--- config.mk ---
export PLATFORM = sky130hd
export DESIGN_NAME = lookaheadFifo
export DESIGN_NICKNAME = d
export VERILOG_FILES = /design/src/source/fifoPkg.sv /design/src/source/fifoMemIf.sv /design/src/source/fifoReadIf.sv /design/src/source/fifoMemory.sv /design/src/source/fifoPointers.sv /design/src/source/lookaheadFifo.sv /design/src/source/lookaheadReg.sv
export VERILOG_INCLUDE_DIRS = /design/src /design/src/include
export SDC_FILE = /design/constraint.sdc
export NUM_CORES = 1
export LEC_CHECK = 0
export ABC_CLOCK_PERIOD_IN_PS = 3700
export BUFFER_PORTS_ARGS = -buffer_cell sky130_fd_sc_hd__buf_2
export CAP_MARGIN = 0
export CORE_MARGIN = 2
export CORE_UTILIZATION = 45
export DETAILED_ROUTE_END_ITERATION = 7
export REMOVE_ABC_BUFFERS = 1
export SLEW_MARGIN = 5
export SYNTH_ARGS = -nofsm -noshare
export SYNTH_HDL_FRONTEND = slang
export SYNTH_SLANG_ARGS = --single-unit
--- constraint.sdc ---
create_clock -name rdclk -period 3.7 [get_ports rdclk]
set_input_delay 0.74 -clock rdclk [delete_from_list [all_inputs] [get_ports rdclk]]
set_output_delay 0.74 -clock rdclk [all_outputs]
set_load 0.1 [all_outputs]
--- src/include/fifo_macros.svh ---
`ifndef FIFO_MACROS_SVH
`define FIFO_MACROS_SVH

// Width of one stored data word
`define FIFO_WIDTH 16

// Address width of the block RAM
// One of the 32 entries always stays empty so 31 words fit
`define FIFO_DEPTH_LOG2 5

// Cycles from read issue to the data-valid strobe
`define FIFO_READ_LATENCY 4

// Almost full once fewer than this many entries are free
`define FIFO_ALMOST_FULL_MARGIN 8

// Almost empty while this many words or fewer are stored
`define FIFO_ALMOST_EMPTY_MARGIN 4

`endif

--- src/source/fifoPkg.sv ---
`default_nettype none

`include "fifo_macros.svh"

package fifoPkg;

    // One data word as written and read
    typedef logic [`FIFO_WIDTH-1:0] dataWord_t;

    // RAM address and pointer type
    // Differences between pointers wrap modulo the depth
    typedef logic [`FIFO_DEPTH_LOG2-1:0] fifoAddr_t;

endpackage

`default_nettype wire

--- src/source/fifoMemIf.sv ---
`default_nettype none

interface fifoMemIf import fifoPkg::*; ();

    // Write port
    logic      writeEnable;
    fifoAddr_t writeAddr;
    dataWord_t dataIn;

    // Read port with a one-cycle enable pulse and its address
    logic      readEnable;
    fifoAddr_t readAddr;
    dataWord_t readData;

    modport controller (
        output writeEnable, writeAddr, dataIn,
        output readEnable, readAddr,
        input  readData
    );

    modport memory (
        input  writeEnable, writeAddr, dataIn,
        input  readEnable, readAddr,
        output readData
    );

endinterface

`default_nettype wire

--- src/source/fifoReadIf.sv ---
`default_nettype none

interface fifoReadIf import fifoPkg::*; ();

    logic      fifoEmpty;
    logic      readRequest;

    // Word arrives a fixed latency after the request
    dataWord_t readData;
    logic      readValid;

    modport controller (
        output fifoEmpty,
        output readData,
        output readValid,
        input  readRequest
    );

    modport register (
        input  fifoEmpty,
        input  readData,
        input  readValid,
        output readRequest
    );

endinterface

`default_nettype wire

--- src/source/fifoMemory.sv ---
`default_nettype none

`include "fifo_macros.svh"

module fifoMemory import fifoPkg::*; (
    input logic rdclk,

    fifoMemIf.memory mem
);

    dataWord_t ram [0:(1 << `FIFO_DEPTH_LOG2)-1];

    // Read request delayed one cycle so the address is settled
    logic      readEnD;
    fifoAddr_t readAddrD;

    // RAM read register and its enable
    dataWord_t ramWord;
    logic      ramEn;

    // Two output stages
    dataWord_t outStage1;
    logic      outEn;
    dataWord_t outStage2;

    always_ff @(posedge rdclk) begin
        if (mem.writeEnable) begin
            ram[mem.writeAddr] <= mem.dataIn;
        end
    end

    always_ff @(posedge rdclk) begin
        readEnD   <= mem.readEnable;
        readAddrD <= mem.readAddr;
        ramEn     <= readEnD;
        outEn     <= ramEn;
    end

    // Stages only load on a read and otherwise keep the last word
    always_ff @(posedge rdclk) begin
        if (readEnD) begin
            ramWord <= ram[readAddrD];
        end
        if (ramEn) begin
            outStage1 <= ramWord;
        end
        if (outEn) begin
            outStage2 <= outStage1;
        end
    end

    assign mem.readData = outStage2;

    // Read slot is never the one the write head is filling
    assert property (@(posedge rdclk)
        readEnD |-> !(mem.writeEnable && mem.writeAddr == readAddrD));

endmodule

`default_nettype wire

--- src/source/fifoPointers.sv ---
`default_nettype none

`include "fifo_macros.svh"

module fifoPointers import fifoPkg::*; (
    input  logic      rdclk,
    input  logic      rst,

    // Write side
    input  logic      writeEnable,
    input  dataWord_t dataIn,
    output logic      almostFull,
    output logic      almostEmpty,

    fifoMemIf.controller  mem,
    fifoReadIf.controller rd
);

    fifoAddr_t writeAddr;
    fifoAddr_t readAddr;

    // Words stored and entries still free
    fifoAddr_t usedWords;
    fifoAddr_t writesLeft;

    logic isReading;

    // Read strobe travelling alongside the RAM pipeline
    logic [`FIFO_READ_LATENCY-1:0] validPipe;

    // Read pointer sits on the last consumed slot just behind the head word
    assign usedWords  = writeAddr - readAddr - fifoAddr_t'(1);
    assign writesLeft = readAddr - writeAddr;

    assign rd.fifoEmpty = usedWords == '0;
    assign almostEmpty  = usedWords <= fifoAddr_t'(`FIFO_ALMOST_EMPTY_MARGIN);

    // Requests on an empty FIFO are dropped
    assign isReading = rd.readRequest && !rd.fifoEmpty;

    assign mem.writeEnable = writeEnable;
    assign mem.writeAddr   = writeAddr;
    assign mem.dataIn      = dataIn;

    // Head word lives one past the read pointer
    assign mem.readEnable = isReading;
    assign mem.readAddr   = readAddr + fifoAddr_t'(1);

    assign rd.readData  = mem.readData;
    assign rd.readValid = validPipe[`FIFO_READ_LATENCY-1];

    always_ff @(posedge rdclk) begin
        if (rst) begin
            // Write head starts one ahead, so capacity is depth minus one
            writeAddr  <= fifoAddr_t'(1);
            readAddr   <= '0;
            almostFull <= 1'b0;
            validPipe  <= '0;
        end else begin
            if (writeEnable) begin
                writeAddr <= writeAddr + fifoAddr_t'(1);
            end
            if (isReading) begin
                readAddr <= readAddr + fifoAddr_t'(1);
            end
            almostFull <= writesLeft < fifoAddr_t'(`FIFO_ALMOST_FULL_MARGIN);
            validPipe  <= {validPipe[`FIFO_READ_LATENCY-2:0], isReading};
        end
    end

    // Writer honours the capacity
    assert property (@(posedge rdclk) disable iff (rst)
        writeEnable |-> writesLeft != '0);

    // Reader only asks for a word while one is stored
    assert property (@(posedge rdclk) disable iff (rst)
        rd.readRequest |-> !rd.fifoEmpty);

endmodule

`default_nettype wire

--- src/source/lookaheadFifo.sv ---
`default_nettype none

module lookaheadFifo import fifoPkg::*; (
    input  logic      rdclk,
    input  logic      rst,

    // Write side
    input  logic      writeEnable,
    input  dataWord_t dataIn,
    output logic      almostFull,
    output logic      almostEmpty,

    // Read side
    input  logic      grab,
    output logic      dataAvailable,
    output dataWord_t dataOut
);

    // Pointer logic to RAM
    fifoMemIf memBus ();

    // FIFO read side to output register
    fifoReadIf readBus ();

    fifoPointers pointers (
        .rdclk       (rdclk),
        .rst         (rst),
        .writeEnable (writeEnable),
        .dataIn      (dataIn),
        .almostFull  (almostFull),
        .almostEmpty (almostEmpty),
        .mem         (memBus.controller),
        .rd          (readBus.controller)
    );

    fifoMemory memory (
        .rdclk (rdclk),
        .mem   (memBus.memory)
    );

    // Zero-latency view of the head word
    lookaheadReg outReg (
        .rdclk         (rdclk),
        .rst           (rst),
        .rd            (readBus.register),
        .grab          (grab),
        .dataAvailable (dataAvailable),
        .dataOut       (dataOut)
    );

endmodule

`default_nettype wire

--- src/source/lookaheadReg.sv ---
`default_nettype none

module lookaheadReg import fifoPkg::*; (
    input  logic      rdclk,
    input  logic      rst,

    // FIFO read side
    fifoReadIf.register rd,

    // Consumer side
    input  logic      grab,
    output logic      dataAvailable,
    output dataWord_t dataOut
);

    // A read has been issued and its word has not arrived yet
    logic inFlight;

    // Refill on grab, or prefetch when idle.
    // The in-flight check stops a second read from overwriting the first
    // when the FIFO briefly empties during the read latency.
    assign rd.readRequest = !rd.fifoEmpty && (grab || (!dataAvailable && !inFlight));

    always_ff @(posedge rdclk) begin
        if (rst) begin
            dataAvailable <= 1'b0;
            inFlight      <= 1'b0;
        end else begin
            if (grab) begin
                dataAvailable <= 1'b0;
            end else if (rd.readValid) begin
                dataAvailable <= 1'b1;
                inFlight      <= 1'b0;
            end
            // Never coincides with an arriving word
            if (rd.readRequest) begin
                inFlight <= 1'b1;
            end
        end
    end

    // Held word
    always_ff @(posedge rdclk) begin
        if (rd.readValid) begin
            dataOut <= rd.readData;
        end
    end

    // Data only shows up for a read this register asked for
    assert property (@(posedge rdclk) disable iff (rst)
        rd.readValid |-> inFlight);

    // Consumer only takes a word that is there
    assert property (@(posedge rdclk) disable iff (rst)
        grab |-> dataAvailable);

endmodule

`default_nettype wire
Word-level counts from Yosys, hierarchy flattened
Memory sizes are Yosys's and may differ from the RTL's. A register that Yosys moved wholly into a read port is not among the register bits.
Index checks and enable logic that the tools add are counted.
{"block": "op_classes", "magnitude_cmp": 2, "n_eq_ne": 1, "addsub": 5, "n_mux": 5, "n_reduce_logical": 11}
{"op": "5-bit by 1-bit adder with 5-bit output, second input constant", "count": 2}
{"op": "5-bit subtractor", "count": 2}
{"op": "5-bit by 3-bit <= comparator with 1-bit output, second input constant", "count": 1}
{"op": "5-bit zero test", "count": 1}
{"op": "5-bit by 4-bit less-than comparator with 1-bit output, second input constant", "count": 1}
{"op": "1-bit 2-to-1 mux", "count": 5}
{"op": "5-bit by 1-bit subtractor with 5-bit output, second input constant", "count": 1}
{"op": "1-bit logical AND", "count": 3}
{"op": "1-bit zero test", "count": 3}
{"op": "2-bit by 1-bit inequality test with 1-bit output, second input constant", "count": 1}
{"op": "2-bit AND reduction", "count": 1}
{"op": "2-bit nonzero test", "count": 1}
{"op": "2-bit OR reduction", "count": 1}
{"op": "1-bit logical OR", "count": 1}
{"block": "word_totals", "input_bits": 20, "ramBits": 512, "reg_bits": 73, "word_cells": 38, "n_memories": 1}
{"memory": "memory.ram", "depth": 32, "width": 16, "read_ports": 1, "rd_clocked_by_memory_dff": 1, "wr": 1, "line_no": "fifoMemory.sv:11", "text": "dataWord_t ram [0:(1 << `FIFO_DEPTH_LOG2)-1];"}

Depth between registers and ports, before layout
Gate-level depths: netlist (run 1).
{"block": "depth", "ltp_word": 7, "depth_mapped": 8}

Hierarchy
A second synthesis (run 1) with hierarchy kept.
{"block": "hier_totals", "cells_unflattened": 1342, "hier_area_um2": 23553.8}
{"module": "fifoMemory", "instances": 1, "cells_per_inst": 1183, "seq_area_each_um2": 16976.3, "area_per_inst_um2": 21817.2}
{"module": "fifoPointers", "instances": 1, "cells_per_inst": 132, "seq_area_each_um2": 300.3, "area_per_inst_um2": 1173.6}
{"module": "lookaheadReg", "instances": 1, "cells_per_inst": 27, "seq_area_each_um2": 520.5, "area_per_inst_um2": 563.0}

Worst setup path before layout (run 1)
No wires, ideal clock.
{"block": "synth_timing", "kind": "register to output", "startpoint": "register pointers.writeAddr[2], in the netlist pointers.mem.writeAddr[2]", "endpoint": "output almostEmpty", "stages_incl_launch_ff": 9, "slack_ns": -0.606, "path_buffers": 2, "arrival_ns": 3.566, "path_cell_list": "dfxtp_1 -> clkbuf_1 -> inv_1 -> ha_1 -> a21oi_1 -> and3_1 -> clkbuf_1 -> or4_1 -> a21oi_1"}
{"block": "synth_via", "elab_chain_cells": 3}
{"item": "start, declared", "line_no": "fifoPointers.sv:19", "text": "fifoAddr_t writeAddr;"}
{"item": "start signal, assigned", "line_no": "fifoPointers.sv:55", "text": "writeAddr <= fifoAddr_t'(1);"}
{"item": "start signal, assigned", "line_no": "fifoPointers.sv:61", "text": "writeAddr <= writeAddr + fifoAddr_t'(1);"}
{"item": "5-bit subtractor", "line_no": "fifoPointers.sv:32", "text": "assign usedWords = writeAddr - readAddr - fifoAddr_t'(1);"}
{"item": "5-bit by 1-bit subtractor with 5-bit output", "line_no": "fifoPointers.sv:32"}
{"item": "5-bit by 3-bit <= comparator with 1-bit output", "line_no": "fifoPointers.sv:36", "text": "assign almostEmpty = usedWords <= fifoAddr_t'(`FIFO_ALMOST_EMPTY_MARGIN);"}
{"item": "end, declared", "line_no": "lookaheadFifo.sv:11", "text": "output logic almostEmpty,"}
Every way passes these cells.

Final worst setup path (run 1)
{"block": "layout_timing", "startpoint": "register pointers.readAddr[0]", "endpoint": "output almostEmpty"}
{"block": "layout_via", "elab_chain_cells": 3}
{"item": "start, declared", "line_no": "fifoPointers.sv:20", "text": "fifoAddr_t readAddr;"}
{"item": "start signal, assigned", "line_no": "fifoPointers.sv:64", "text": "readAddr <= readAddr + fifoAddr_t'(1);"}
{"item": "5-bit subtractor", "line_no": "fifoPointers.sv:32"}
{"item": "5-bit by 1-bit subtractor with 5-bit output", "line_no": "fifoPointers.sv:32"}
{"item": "5-bit by 3-bit <= comparator with 1-bit output", "line_no": "fifoPointers.sv:36"}
Every way passes these cells.

==> flow_summary.yaml, run 1 <==
detailed_routing:
  drt-initial-drc-count: 1033
  drcViolationCount: 0
  vias: 10144
  drtAntennaViolNets: 0
  drt-total-wl_um: 46300
  drtPass1Iterations: 5
  via_per_inst: 5.64
  wire_per_inst_um: 25.7
job:
  drv_cap: 0
cells_and_area:
  antenna_cells: 0
  utilization: 0.519
  drive_above_1_share: 0.344
  area_delta_synth_final_pct: 14.3
  fin_nets: 1113
synth:
  synth_top_area_frac: 0.760
  ys.flop_type: "edfxtp_1"
  synthTopCellsByCount: "576 x edfxtp_1, 160 x mux4_2, 31 x nor2_1"
  async_flop_share: 0
  synth_cell_types: 39
  syn_inst: 983
  synth_edf_count: 576
  ys.warnings.count: 0
  yosysSeqAreaShare: 0.782
  synth_area_mm2: 0.0228
  syn_area_per_cell_um2: 23.2
  synth_top_area_cell: "edfxtp_1"
  synth_seq_cells: 601
  synth_area_leaders: "edfxtp_1 76%, mux4_2 16%, dfxtp_1 2.2%, mux2_2 0.79%, ha_1 0.66%"
  synth.most_common_cell: "edfxtp_1"
floorplanning:
  die_h_um: 229
  rows: 82
  dieArea_mm2: 0.0524
  start_util: 0.455
  coreArea_mm2: 0.0501
  io_pins: 39
  fp.dieW_um: 229
setup_path:
  cp.required_ps: 2960
  crit_chain: "inv_1 > ha_1 > fa_1 > nand3_1 > a21oi_2 > or4_4 > a21oi_2 > buf_12"
  critPathSlowestCell: "or4_4"
  crit_top_cell: "a21oi_2"
  critPathMaxFanout: 7
  crit_type: "register to output port"
  critical-path-top-delay-family: "simple AND/OR/NAND/NOR gates"
  cpPeakStageDelay_ps: 550
  reg2reg_slack_ps: 1000
  endpoint: "almostEmpty"
  crit_buf_inv: 2
  cp.depth: 8
  r2r_start: "memory.readAddrD[0]$_DFF_P_"
  cp.arrival_ps: 2880
  start_kind: "register"
  r2r_cells: 4
  startpoint: "pointers.readAddr[0]$_SDFFE_PP0P_"
  end_kind: "output port"
  worst_r2r_endpoint: "memory.ramWord[2]$_DFFE_PP_"
clock_tree:
  clock-sinks: 601
  post_cts_buffers: 0
  cts_buffer_depth: 3
  clkTransAtPathRegs_ps: 60
  ctsHoldBuffers: 0
  cts_buffers: 59
  clk_latency_ps: 620
  clockRootBuffer: "clkbuf_16"
  cts_tree: "done"
  cts_max_level: 2
timing:
  hold_viol_final: 0
  slew_viol_final: 0
  finalSetupViolCount: 0
  min_period_ps: 3620
  skew_ps: 25.3
  min_period_over_period: 0.978
  relSlewSlack: 0.295
  setup_ws_ps: 82.8
  worst_pin_slew_ps: 1060
  fmax_ghz: 0.276
grt:
  grt_use_met1: 0.260
  grt_max_degree: 49
  use_met3: 0.0261
  grt.busiest_layer: "met2"
  grt_pass1_vias: 10458
  overflow: 0
  grt_use_total: 0.179
  use_met2: 0.290
  grt_pass1_wl_um: 68500
  antenna_found_initial: 1
placed_design:
  hpwl_um: 26000
  io_buffers: 38
  gp_congestion: 0.814
  place_ws_ps: 429
pwr:
  p_int_mw: 13.1
  p_leak_nw: 8.18
  pwr-share-seq: 0.479
  p_sw_mw: 4.48
  clock_power_share: 0.320
  peakVddDrop_uv: 416
  swShare: 0.255
  combPwrFrac: 0.201
  p_per_area_mw_per_mm2: 675
hold_path:
  hold_class: "input pin to register"
run_status:
  status: "finished clean"
## power groups by stage
stage	combinational [mW]	clock, mW	sequential, mW
final	3.52	5.62	8.41
after global routing	3.74	6.00	8.48
after detailed placement	3.58	0	8.56
after global placement	3.55	0	8.55
after floorplan	2.28	0	8.78
after CTS	3.59	5.75	8.43
## state kept, by name (all words and copies together), names as in the netlist
| signal | flops |
|---|---|
| memory.mem.readData | 16 |
| memory.outEn | 1 |
| memory.outStage1 | 16 |
| memory.ram | 512 |
| memory.ramEn | 1 |
| memory.ramWord | 16 |
| memory.readAddrD | 5 |
| memory.readEnD | 1 |
| outReg.dataAvailable | 1 |
| outReg.dataOut | 16 |
| outReg.inFlight | 1 |
| pointers.almostFull | 1 |
| pointers.mem.writeAddr | 5 |
| pointers.readAddr | 5 |
| pointers.validPipe | 4 |
## area by class of cell
cell class / instances / area, um2
clock buffers: 79 / 1610
well taps: 672 / 841
multi-input cells: 322 / 4850
repair buffers: 85 / 658
flip-flops and latches: 601 / 17800
clock inverters: 29 / 194
fillers: 3959 / 24100
inverters: 11 / 41.3
## worst register-to-register path: cells and delay by family, from the launching register on
| family | cells | cell delay (ps) |
|---|---|---|
| buffers and inverters | 1 | 330 |
| muxes | 3 | 1370 |
| DFF | 1 | 790 |
## placed cells by master, fill, tap and decap left out, types with 7 or more instances in the layout
| master | synthesis | layout |
|---|---|---|
| mux2_2 | 16 | 16 |
| nand3_1 | 8 | 8 |
| clkbuf_1 | 28 | 16 |
| xnor2_1 | 7 | 7 |
| nor2_1 | 31 | 12 |
| clkbuf_16 | 0 | 61 |
| nand2_1 | 11 | 11 |
| ha_1 | 12 | 11 |
| edfxtp_1 | 576 | 576 |
| dfxtp_1 | 25 | 17 |
| buf_4 | 0 | 39 |
| buf_2 | 13 | 37 |
| nor2_2 | 0 | 19 |
| clkinv_2 | 0 | 13 |
| clkinv_1 | 0 | 13 |
| inv_1 | 11 | 11 |
| buf_12 | 0 | 9 |
| nor3_2 | 0 | 12 |
| mux4_2 | 160 | 160 |
## worst min path at each step
stage                             startpoint                                end  slack [ps]  cells past startpoint
2_1_floorplan  memory.outStage1[0]$_DFFE_PP_   memory.mem.readData[0]$_DFFE_PP_         400                      0
3_3_place_gp    memory.ramWord[10]$_DFFE_PP_     memory.outStage1[10]$_DFFE_PP_         400                      0
3_5_place_dp    memory.ramWord[10]$_DFFE_PP_     memory.outStage1[10]$_DFFE_PP_         400                      0
4_1_cts                                 grab  outReg.dataAvailable$_SDFFE_PP0P_         310                      2
5_1_grt                                 grab  outReg.dataAvailable$_SDFFE_PP0P_         350                      2
6_report                                grab  outReg.dataAvailable$_SDFFE_PP0P_         340                      2
## layer usage
| layer | share of wire | up-vias |
|---|---|---|
| met5 | 0.00015 | - |
| met4 | 0.017 | 2 |
| met3 | 0.043 | 64 |
| met2 | 0.48 | 248 |
| met1 | 0.46 | 5481 |
| li1 | - | 4349 |
## logic make-up (layout without fill, tap and decap cells)
kind of cell | Yosys count | count (layout) | share of synthesized area
mux | 177 | 177 | 0.167
flops | 601 | 601 | 0.782
xor+xnor | 9 | 9 | 0.00346
buf+inv | 60 | 204 | 0.0109
fa+ha+maj | 13 | 13 | 0.00748
compound gates | 35 | 35 | 0.0110
simple gates | 88 | 88 | 0.0185
## metrics by stage
stage	instance area (um2)	hold WS, ps	cells	setup TNS (ps)	total power, mW
after floorplan	22600	400	934	-51980	11.1
after global placement	24200	403	1691	0	12.1
after detailed placement	24200	405	1691	0	12.1
after CTS	26000	308	1799	0	17.8
after global routing	26000	349	1799	-2.09	18.2
final	26000	341	1799	0	17.6
## timing repair
item                                    4_1_cts  5_1_grt
resized for setup                             4        5
endpoints found under the hold margin         0        0
endpoints found under the setup margin        1        1
No activity file was read; power rests on OpenSTA's default activity.
==> inputs of run 2 (changes only) <==
--- a/config.mk
+++ b/config.mk
@@ -6,7 +6,7 @@
 export SDC_FILE = /design/constraint.sdc
 export NUM_CORES = 1
 export LEC_CHECK = 0
-export ABC_CLOCK_PERIOD_IN_PS = 3700
+export ABC_CLOCK_PERIOD_IN_PS = 4600
 export BUFFER_PORTS_ARGS = -buffer_cell sky130_fd_sc_hd__buf_2
 export CAP_MARGIN = 0
 export CORE_MARGIN = 2
==> constraint.sdc (replaced) <==
create_clock -name rdclk -period 4.6 [get_ports rdclk]
set_input_delay 0.92 -clock rdclk [delete_from_list [all_inputs] [get_ports rdclk]]
set_output_delay 0.92 -clock rdclk [all_outputs]
set_load 0.1 [all_outputs]
==> flow_summary.yaml, run 2 (same netlist as run 1, synthesis figures left out) <==
hold_path:
  hold_depth: 0
  hold_class: "register to register"
  hold_end: "memory.mem.readData[10]$_DFFE_PP_"
  hold_start: "memory.outStage1[10]$_DFFE_PP_"
placed_design:
  gp_congestion: 0.834
  placed_cell_area_mm2: 0.0240
  hpwl_um: 25500
  dp.cells: 1682
  io_buffers: 38
setup_path:
  critical-path-top-delay-family: "simple AND/OR/NAND/NOR gates"
  worst_r2r_endpoint: "pointers.readAddr[4]$_SDFFE_PP0P_"
  reg2reg_slack_ps: 1790
  crit_type: "register to output port"
  critPathSlowestCell: "or4_1"
  start_kind: "register"
  startpoint: "pointers.mem.writeAddr[2]$_SDFFE_PP0P_"
  cpPeakStageDelay_ps: 670
  cp.depth: 7
  crit_buf_inv: 2
  crit_chain: "inv_1 > ha_1 > a21oi_1 > a21oi_1 > or4_1 > a21oi_1 > buf_2"
  end_kind: "output port"
  critPathMaxFanout: 11
  r2r_start: "pointers.mem.writeAddr[2]$_SDFFE_PP0P_"
  r2r_cells: 6
  cp.arrival_ps: 3470
  cp.required_ps: 3680
  crit_top_cell: "a21oi_1"
grt:
  grt_pass1_vias: 10333
  grt_pass1_wl_um: 69900
  grt_use_met1: 0.269
  grt_max_degree: 65
  overflow: 0
  use_met2: 0.289
  use_met3: 0.0292
  grt_use_total: 0.184
  antenna_found_initial: 1
  grt.busiest_layer: "met2"
timing:
  slew_viol_final: 0
  fmax_ghz: 0.228
  finalSetupViolCount: 0
  holdWs_ps: 418
  min_period_ps: 4390
  hold_viol_final: 0
  min_period_over_period: 0.955
  relSlewSlack: 0.280
  skew_ps: 19.5
  rsz0062_at_grt: "false"
  worst_pin_slew_ps: 1080
detailed_routing:
  drtPass1Iterations: 6
  drcViolationCount: 0
  drt-initial-drc-count: 1136
  drtAntennaViolNets: 0
  via_per_inst: 5.66
  drt-total-wl_um: 47400
  vias: 10134
  wire_per_inst_um: 26.5
clock_tree:
  ctsResizeCount: 0
  cts_buffer_depth: 3
  clkTransAtPathRegs_ps: 60
  clockRootBuffer: "clkbuf_16"
  clock-sinks: 601
  post_cts_buffers: 0
  cts_buffers: 60
  ctsHoldBuffers: 0
  cts_tree: "done"
  clk_latency_ps: 630
  cts_max_level: 2
pwr:
  p_sw_mw: 3.62
  peakVddDrop_uv: 334
  p_leak_nw: 8.12
  combPwrFrac: 0.194
  p_int_mw: 10.5
  swShare: 0.256
  clock_power_share: 0.330
  pwr-share-seq: 0.476
  p_per_area_mw_per_mm2: 547
cells_and_area:
  design_area_mm2: 0.0259
  num-fill-cells: 3932
  layout_common_cells: "576 x edfxtp_1, 160 x mux4_2, 61 x clkbuf_16"
  fin_cells: 1789
  antenna_cells: 0
  fin_nets: 1105
  area_delta_synth_final_pct: 13.9
  top_register: "memory.ram"
  layout_commonest_cell: "edfxtp_1"
  utilization: 0.518
  largest_reg_flops: 512
  drive_above_1_share: 0.329
floorplanning:
  coreArea_mm2: 0.0501
  rows: 82
  io_pins: 39
  dieArea_mm2: 0.0524
  start_util: 0.455
  fp.dieW_um: 229
  die_h_um: 229
job:
  drv_cap: 0
run_status:
  status: "finished clean"
-- run 2: how the worst max path moves through the flow --
stage | end | slack [ps]
5_1_grt | almostEmpty | 50
2_1_floorplan | memory.ramWord[0]$_DFFE_PP_ | -2320
6_report | almostEmpty | 210
3_3_place_gp | almostEmpty | 930
4_1_cts | almostEmpty | 230
3_5_place_dp | almostEmpty | 920
-- run 2: cell type report --
class / instances / area (um2) / area share
Clock buffer: 82 / 1630 / 0.0627
Clock inverter: 25 / 254 / 0.00980
Inverter: 11 / 41.3 / 0.00159
Multi-Input combinational cell: 322 / 4830 / 0.187
Sequential cell: 601 / 17800 / 0.687
Tap cell: 672 / 841 / 0.0324
Timing Repair Buffer: 76 / 513 / 0.0198
-- run 2: power groups by stage --
stage	registers (mW)	logic, mW	clock network (mW)
final	6.74	2.74	4.68
after global routing	6.78	2.95	5.00
after CTS	6.75	2.81	4.79
after detailed placement	6.85	2.80	0
after global placement	6.85	2.78	0
after floorplan	7.12	2.02	0
-- run 2: metrics by stage --
step	setup WS (ps)	total power [mW]	TNS, ps
floorplan	-2320	9.14	-37170
global placement	933	9.63	0
detailed placement	916	9.65	0
CTS	229	14.3	0
global route	47.9	14.7	0
finish	206	14.2	0
-- run 2: per-layer routing --
| layer | vias to the layer above | share of wire |
|---|---|---|
| met5 | - | 0.00025 |
| met4 | 2 | 0.025 |
| met2 | 302 | 0.48 |
| li1 | 4335 | - |
| met1 | 5422 | 0.44 |
| met3 | 73 | 0.051 |
==> inputs of run 3 (changes only) <==
--- a/config.mk
+++ b/config.mk
@@ -6,7 +6,8 @@
 export SDC_FILE = /design/constraint.sdc
 export NUM_CORES = 1
 export LEC_CHECK = 0
-export ABC_CLOCK_PERIOD_IN_PS = 4600
+export ABC_AREA = 1
+export ABC_CLOCK_PERIOD_IN_PS = 3500
 export BUFFER_PORTS_ARGS = -buffer_cell sky130_fd_sc_hd__buf_2
 export CAP_MARGIN = 0
 export CORE_MARGIN = 2
==> constraint.sdc (replaced) <==
create_clock -name rdclk -period 3.5 [get_ports rdclk]
set_input_delay 0.7 -clock rdclk [delete_from_list [all_inputs] [get_ports rdclk]]
set_output_delay 0.7 -clock rdclk [all_outputs]
set_load 0.1 [all_outputs]
==> flow_summary.yaml, run 3 <==
synth:
  synth_area_mm2: 0.0239
  async_flop_share: 0
  synth_top_area_cell: "edfxtp_1"
  synth_seq_cells: 601
  ys.warnings.count: 0
  ys.flop_type: "edfxtp_1"
  synthTopCellsByCount: "658 x nand2_1, 576 x edfxtp_1, 394 x nand3_1"
  syn_area_per_cell_um2: 12.3
  yosysSeqAreaShare: 0.746
  synth_cell_types: 31
  synth_top_area_frac: 0.725
  synth_edf_count: 576
  synth.most_common_cell: "nand2_1"
  synth_area_leaders: "edfxtp_1 72%, nand2_1 10%, nand3_1 8.3%, dfxtp_1 2.1%, buf_6 0.99%"
  syn_inst: 1936
cells_and_area:
  largest_reg_flops: 512
  drive_above_1_share: 0.103
  utilization: 0.511
  layout_common_cells: "658 x nand2_1, 576 x edfxtp_1, 394 x nand3_1"
  num-fill-cells: 4441
  fin_nets: 2010
  layout_commonest_cell: "nand2_1"
  top_register: "memory.ram"
  area_delta_synth_final_pct: 12.2
clock_tree:
  clkTransAtPathRegs_ps: 60
  cts_tree: "done"
  clock-sinks: 601
  clk_latency_ps: 620
  post_cts_buffers: 0
  cts_buffers: 61
  ctsResizeCount: 0
  ctsHoldBuffers: 0
  clockRootBuffer: "clkbuf_16"
  cts_buffer_depth: 3
  cts_max_level: 2
placed_design:
  io_buffers: 38
  gp_congestion: 0.858
  place_ws_ps: 757
  hpwl_um: 31100
timing:
  min_period_over_period: 0.957
  skew_ps: 14.9
  relSlewSlack: 0.302
  finalSetupViolCount: 0
  min_period_ps: 3350
  rsz0062_at_grt: "false"
  worst_pin_slew_ps: 1050
  fmax_ghz: 0.299
  setup_ws_ps: 151
  hold_viol_final: 0
  slew_viol_final: 0
floorplanning:
  die_h_um: 234
  coreArea_mm2: 0.0524
  fp.dieW_um: 234
  dieArea_mm2: 0.0549
  rows: 84
  io_pins: 39
  start_util: 0.455
pwr:
  peakVddDrop_uv: 441
  p_leak_nw: 9.71
  p_per_area_mw_per_mm2: 689
  finalPower_mw: 18.5
detailed_routing:
  via_per_inst: 5.39
  drt-initial-drc-count: 1387
  drtPass1Iterations: 6
  vias: 14650
  wl_met3_um: 3660
  wire_per_inst_um: 20.8
  drcViolationCount: 0
  wl_met1_um: 23900
  highest_layer: "met4"
  drt-total-wl_um: 56600
  drtAntennaViolNets: 0
  wl_met2_um: 27400
grt:
  grt_pass1_vias: 14074
  grt_use_total: 0.210
  antenna_found_initial: 4
  overflow: 0
  grt_max_degree: 119
  grt_pass1_wl_um: 85300
setup_path:
  cp.arrival_ps: 2650
  critPathMaxFanout: 9
  worst_r2r_endpoint: "pointers.almostFull$_SDFF_PP0_"
  end_kind: "output port"
  cp.required_ps: 2800
  r2r_cells: 6
  r2r_start: "pointers.mem.writeAddr[2]$_SDFFE_PP0P_"
  reg2reg_slack_ps: 1010
  start_kind: "register"
  crit_type: "register to output port"
hold_path:
  hold_depth: 2
  hold_class: "input pin to register"
  hold_start: "grab"
  hold_end: "outReg.dataAvailable$_SDFFE_PP0P_"
job:
  drv_cap: 0
run_status:
  status: "finished clean"
[run 3: report_power, final]
group          switching, mW  internal (mW)
clock                   2.67           3.89
combinational           2.37          0.906
sequential             0.221           8.39
total                   5.27           13.2
[run 3: kinds of logic (layout without fill, tap and decap cells)]
| family | count (synthesis) | in the layout | synth area share |
|---|---|---|---|
| and+or+nand+nor | 1113 | 1113 | 0.197 |
| DFF | 601 | 601 | 0.746 |
| buffers and inverters | 139 | 230 | 0.0341 |
| AOI/OAI and AO/OA | 63 | 63 | 0.0134 |
| adders and majority gates | 13 | 13 | 0.00713 |
| xor gates and xnor gates | 7 | 7 | 0.00257 |
| other | 0 | 1 | 0 |
[run 3: area by class of cell]
cell class	instances	area, um2	area share
sequential	601	17800	0.665
clock buffer	81	1770	0.0660
tap	688	861	0.0321
multi-input combinational	1196	5270	0.197
inverter	27	111	0.00416
clock inverter	32	285	0.0107
timing repair buffer	90	671	0.0250
antenna	1	2.50	0.0000935
[run 3: layer usage]
metal,up-vias,track usage
li1,6878,-
met1,7162,0.281
met2,514,0.346
met3,96,0.0357
met4,0,0.0765
met5,-,0
[run 3: worst max-delay path, cell delays in order (launching register included)]
cell and delay (ps):
dfxtp_1 490, inv_1 160, ha_1 420, a21oi_1 210
nand3b_1 110, nand2_1 110, nand2_1 60, a21oi_1 110
clkbuf_4 340
[run 3: per-stage QoR]
step                area, um2  TNS (ps)  hold slack, ps  std cells
CTS                     26800         0             244       2715
detailed placement      24700         0             399       2602
finish                  26800         0             277       2716
global route            26800         0             271       2715
floorplan               23100    -61540             388       1824
global placement        24700         0             395       2602
[run 3: worst max path at each step]
| stage | slack, ps | depth (start not counted) | to | start |
|---|---|---|---|---|
| floorplan | -3840 | 7 | memory.ramWord[0]$_DFFE_PP_ | memory.readAddrD[0]$_DFF_P_ |
| global placement | 750 | 11 | almostEmpty | pointers.readAddr[0]$_SDFFE_PP0P_ |
| detailed placement | 760 | 8 | almostEmpty | pointers.mem.writeAddr[2]$_SDFFE_PP0P_ |
| CTS | 80 | 8 | almostEmpty | pointers.mem.writeAddr[2]$_SDFFE_PP0P_ |
| global route | 20 | 8 | almostEmpty | pointers.mem.writeAddr[2]$_SDFFE_PP0P_ |
| finish | 150 | 8 | almostEmpty | pointers.mem.writeAddr[2]$_SDFFE_PP0P_ |
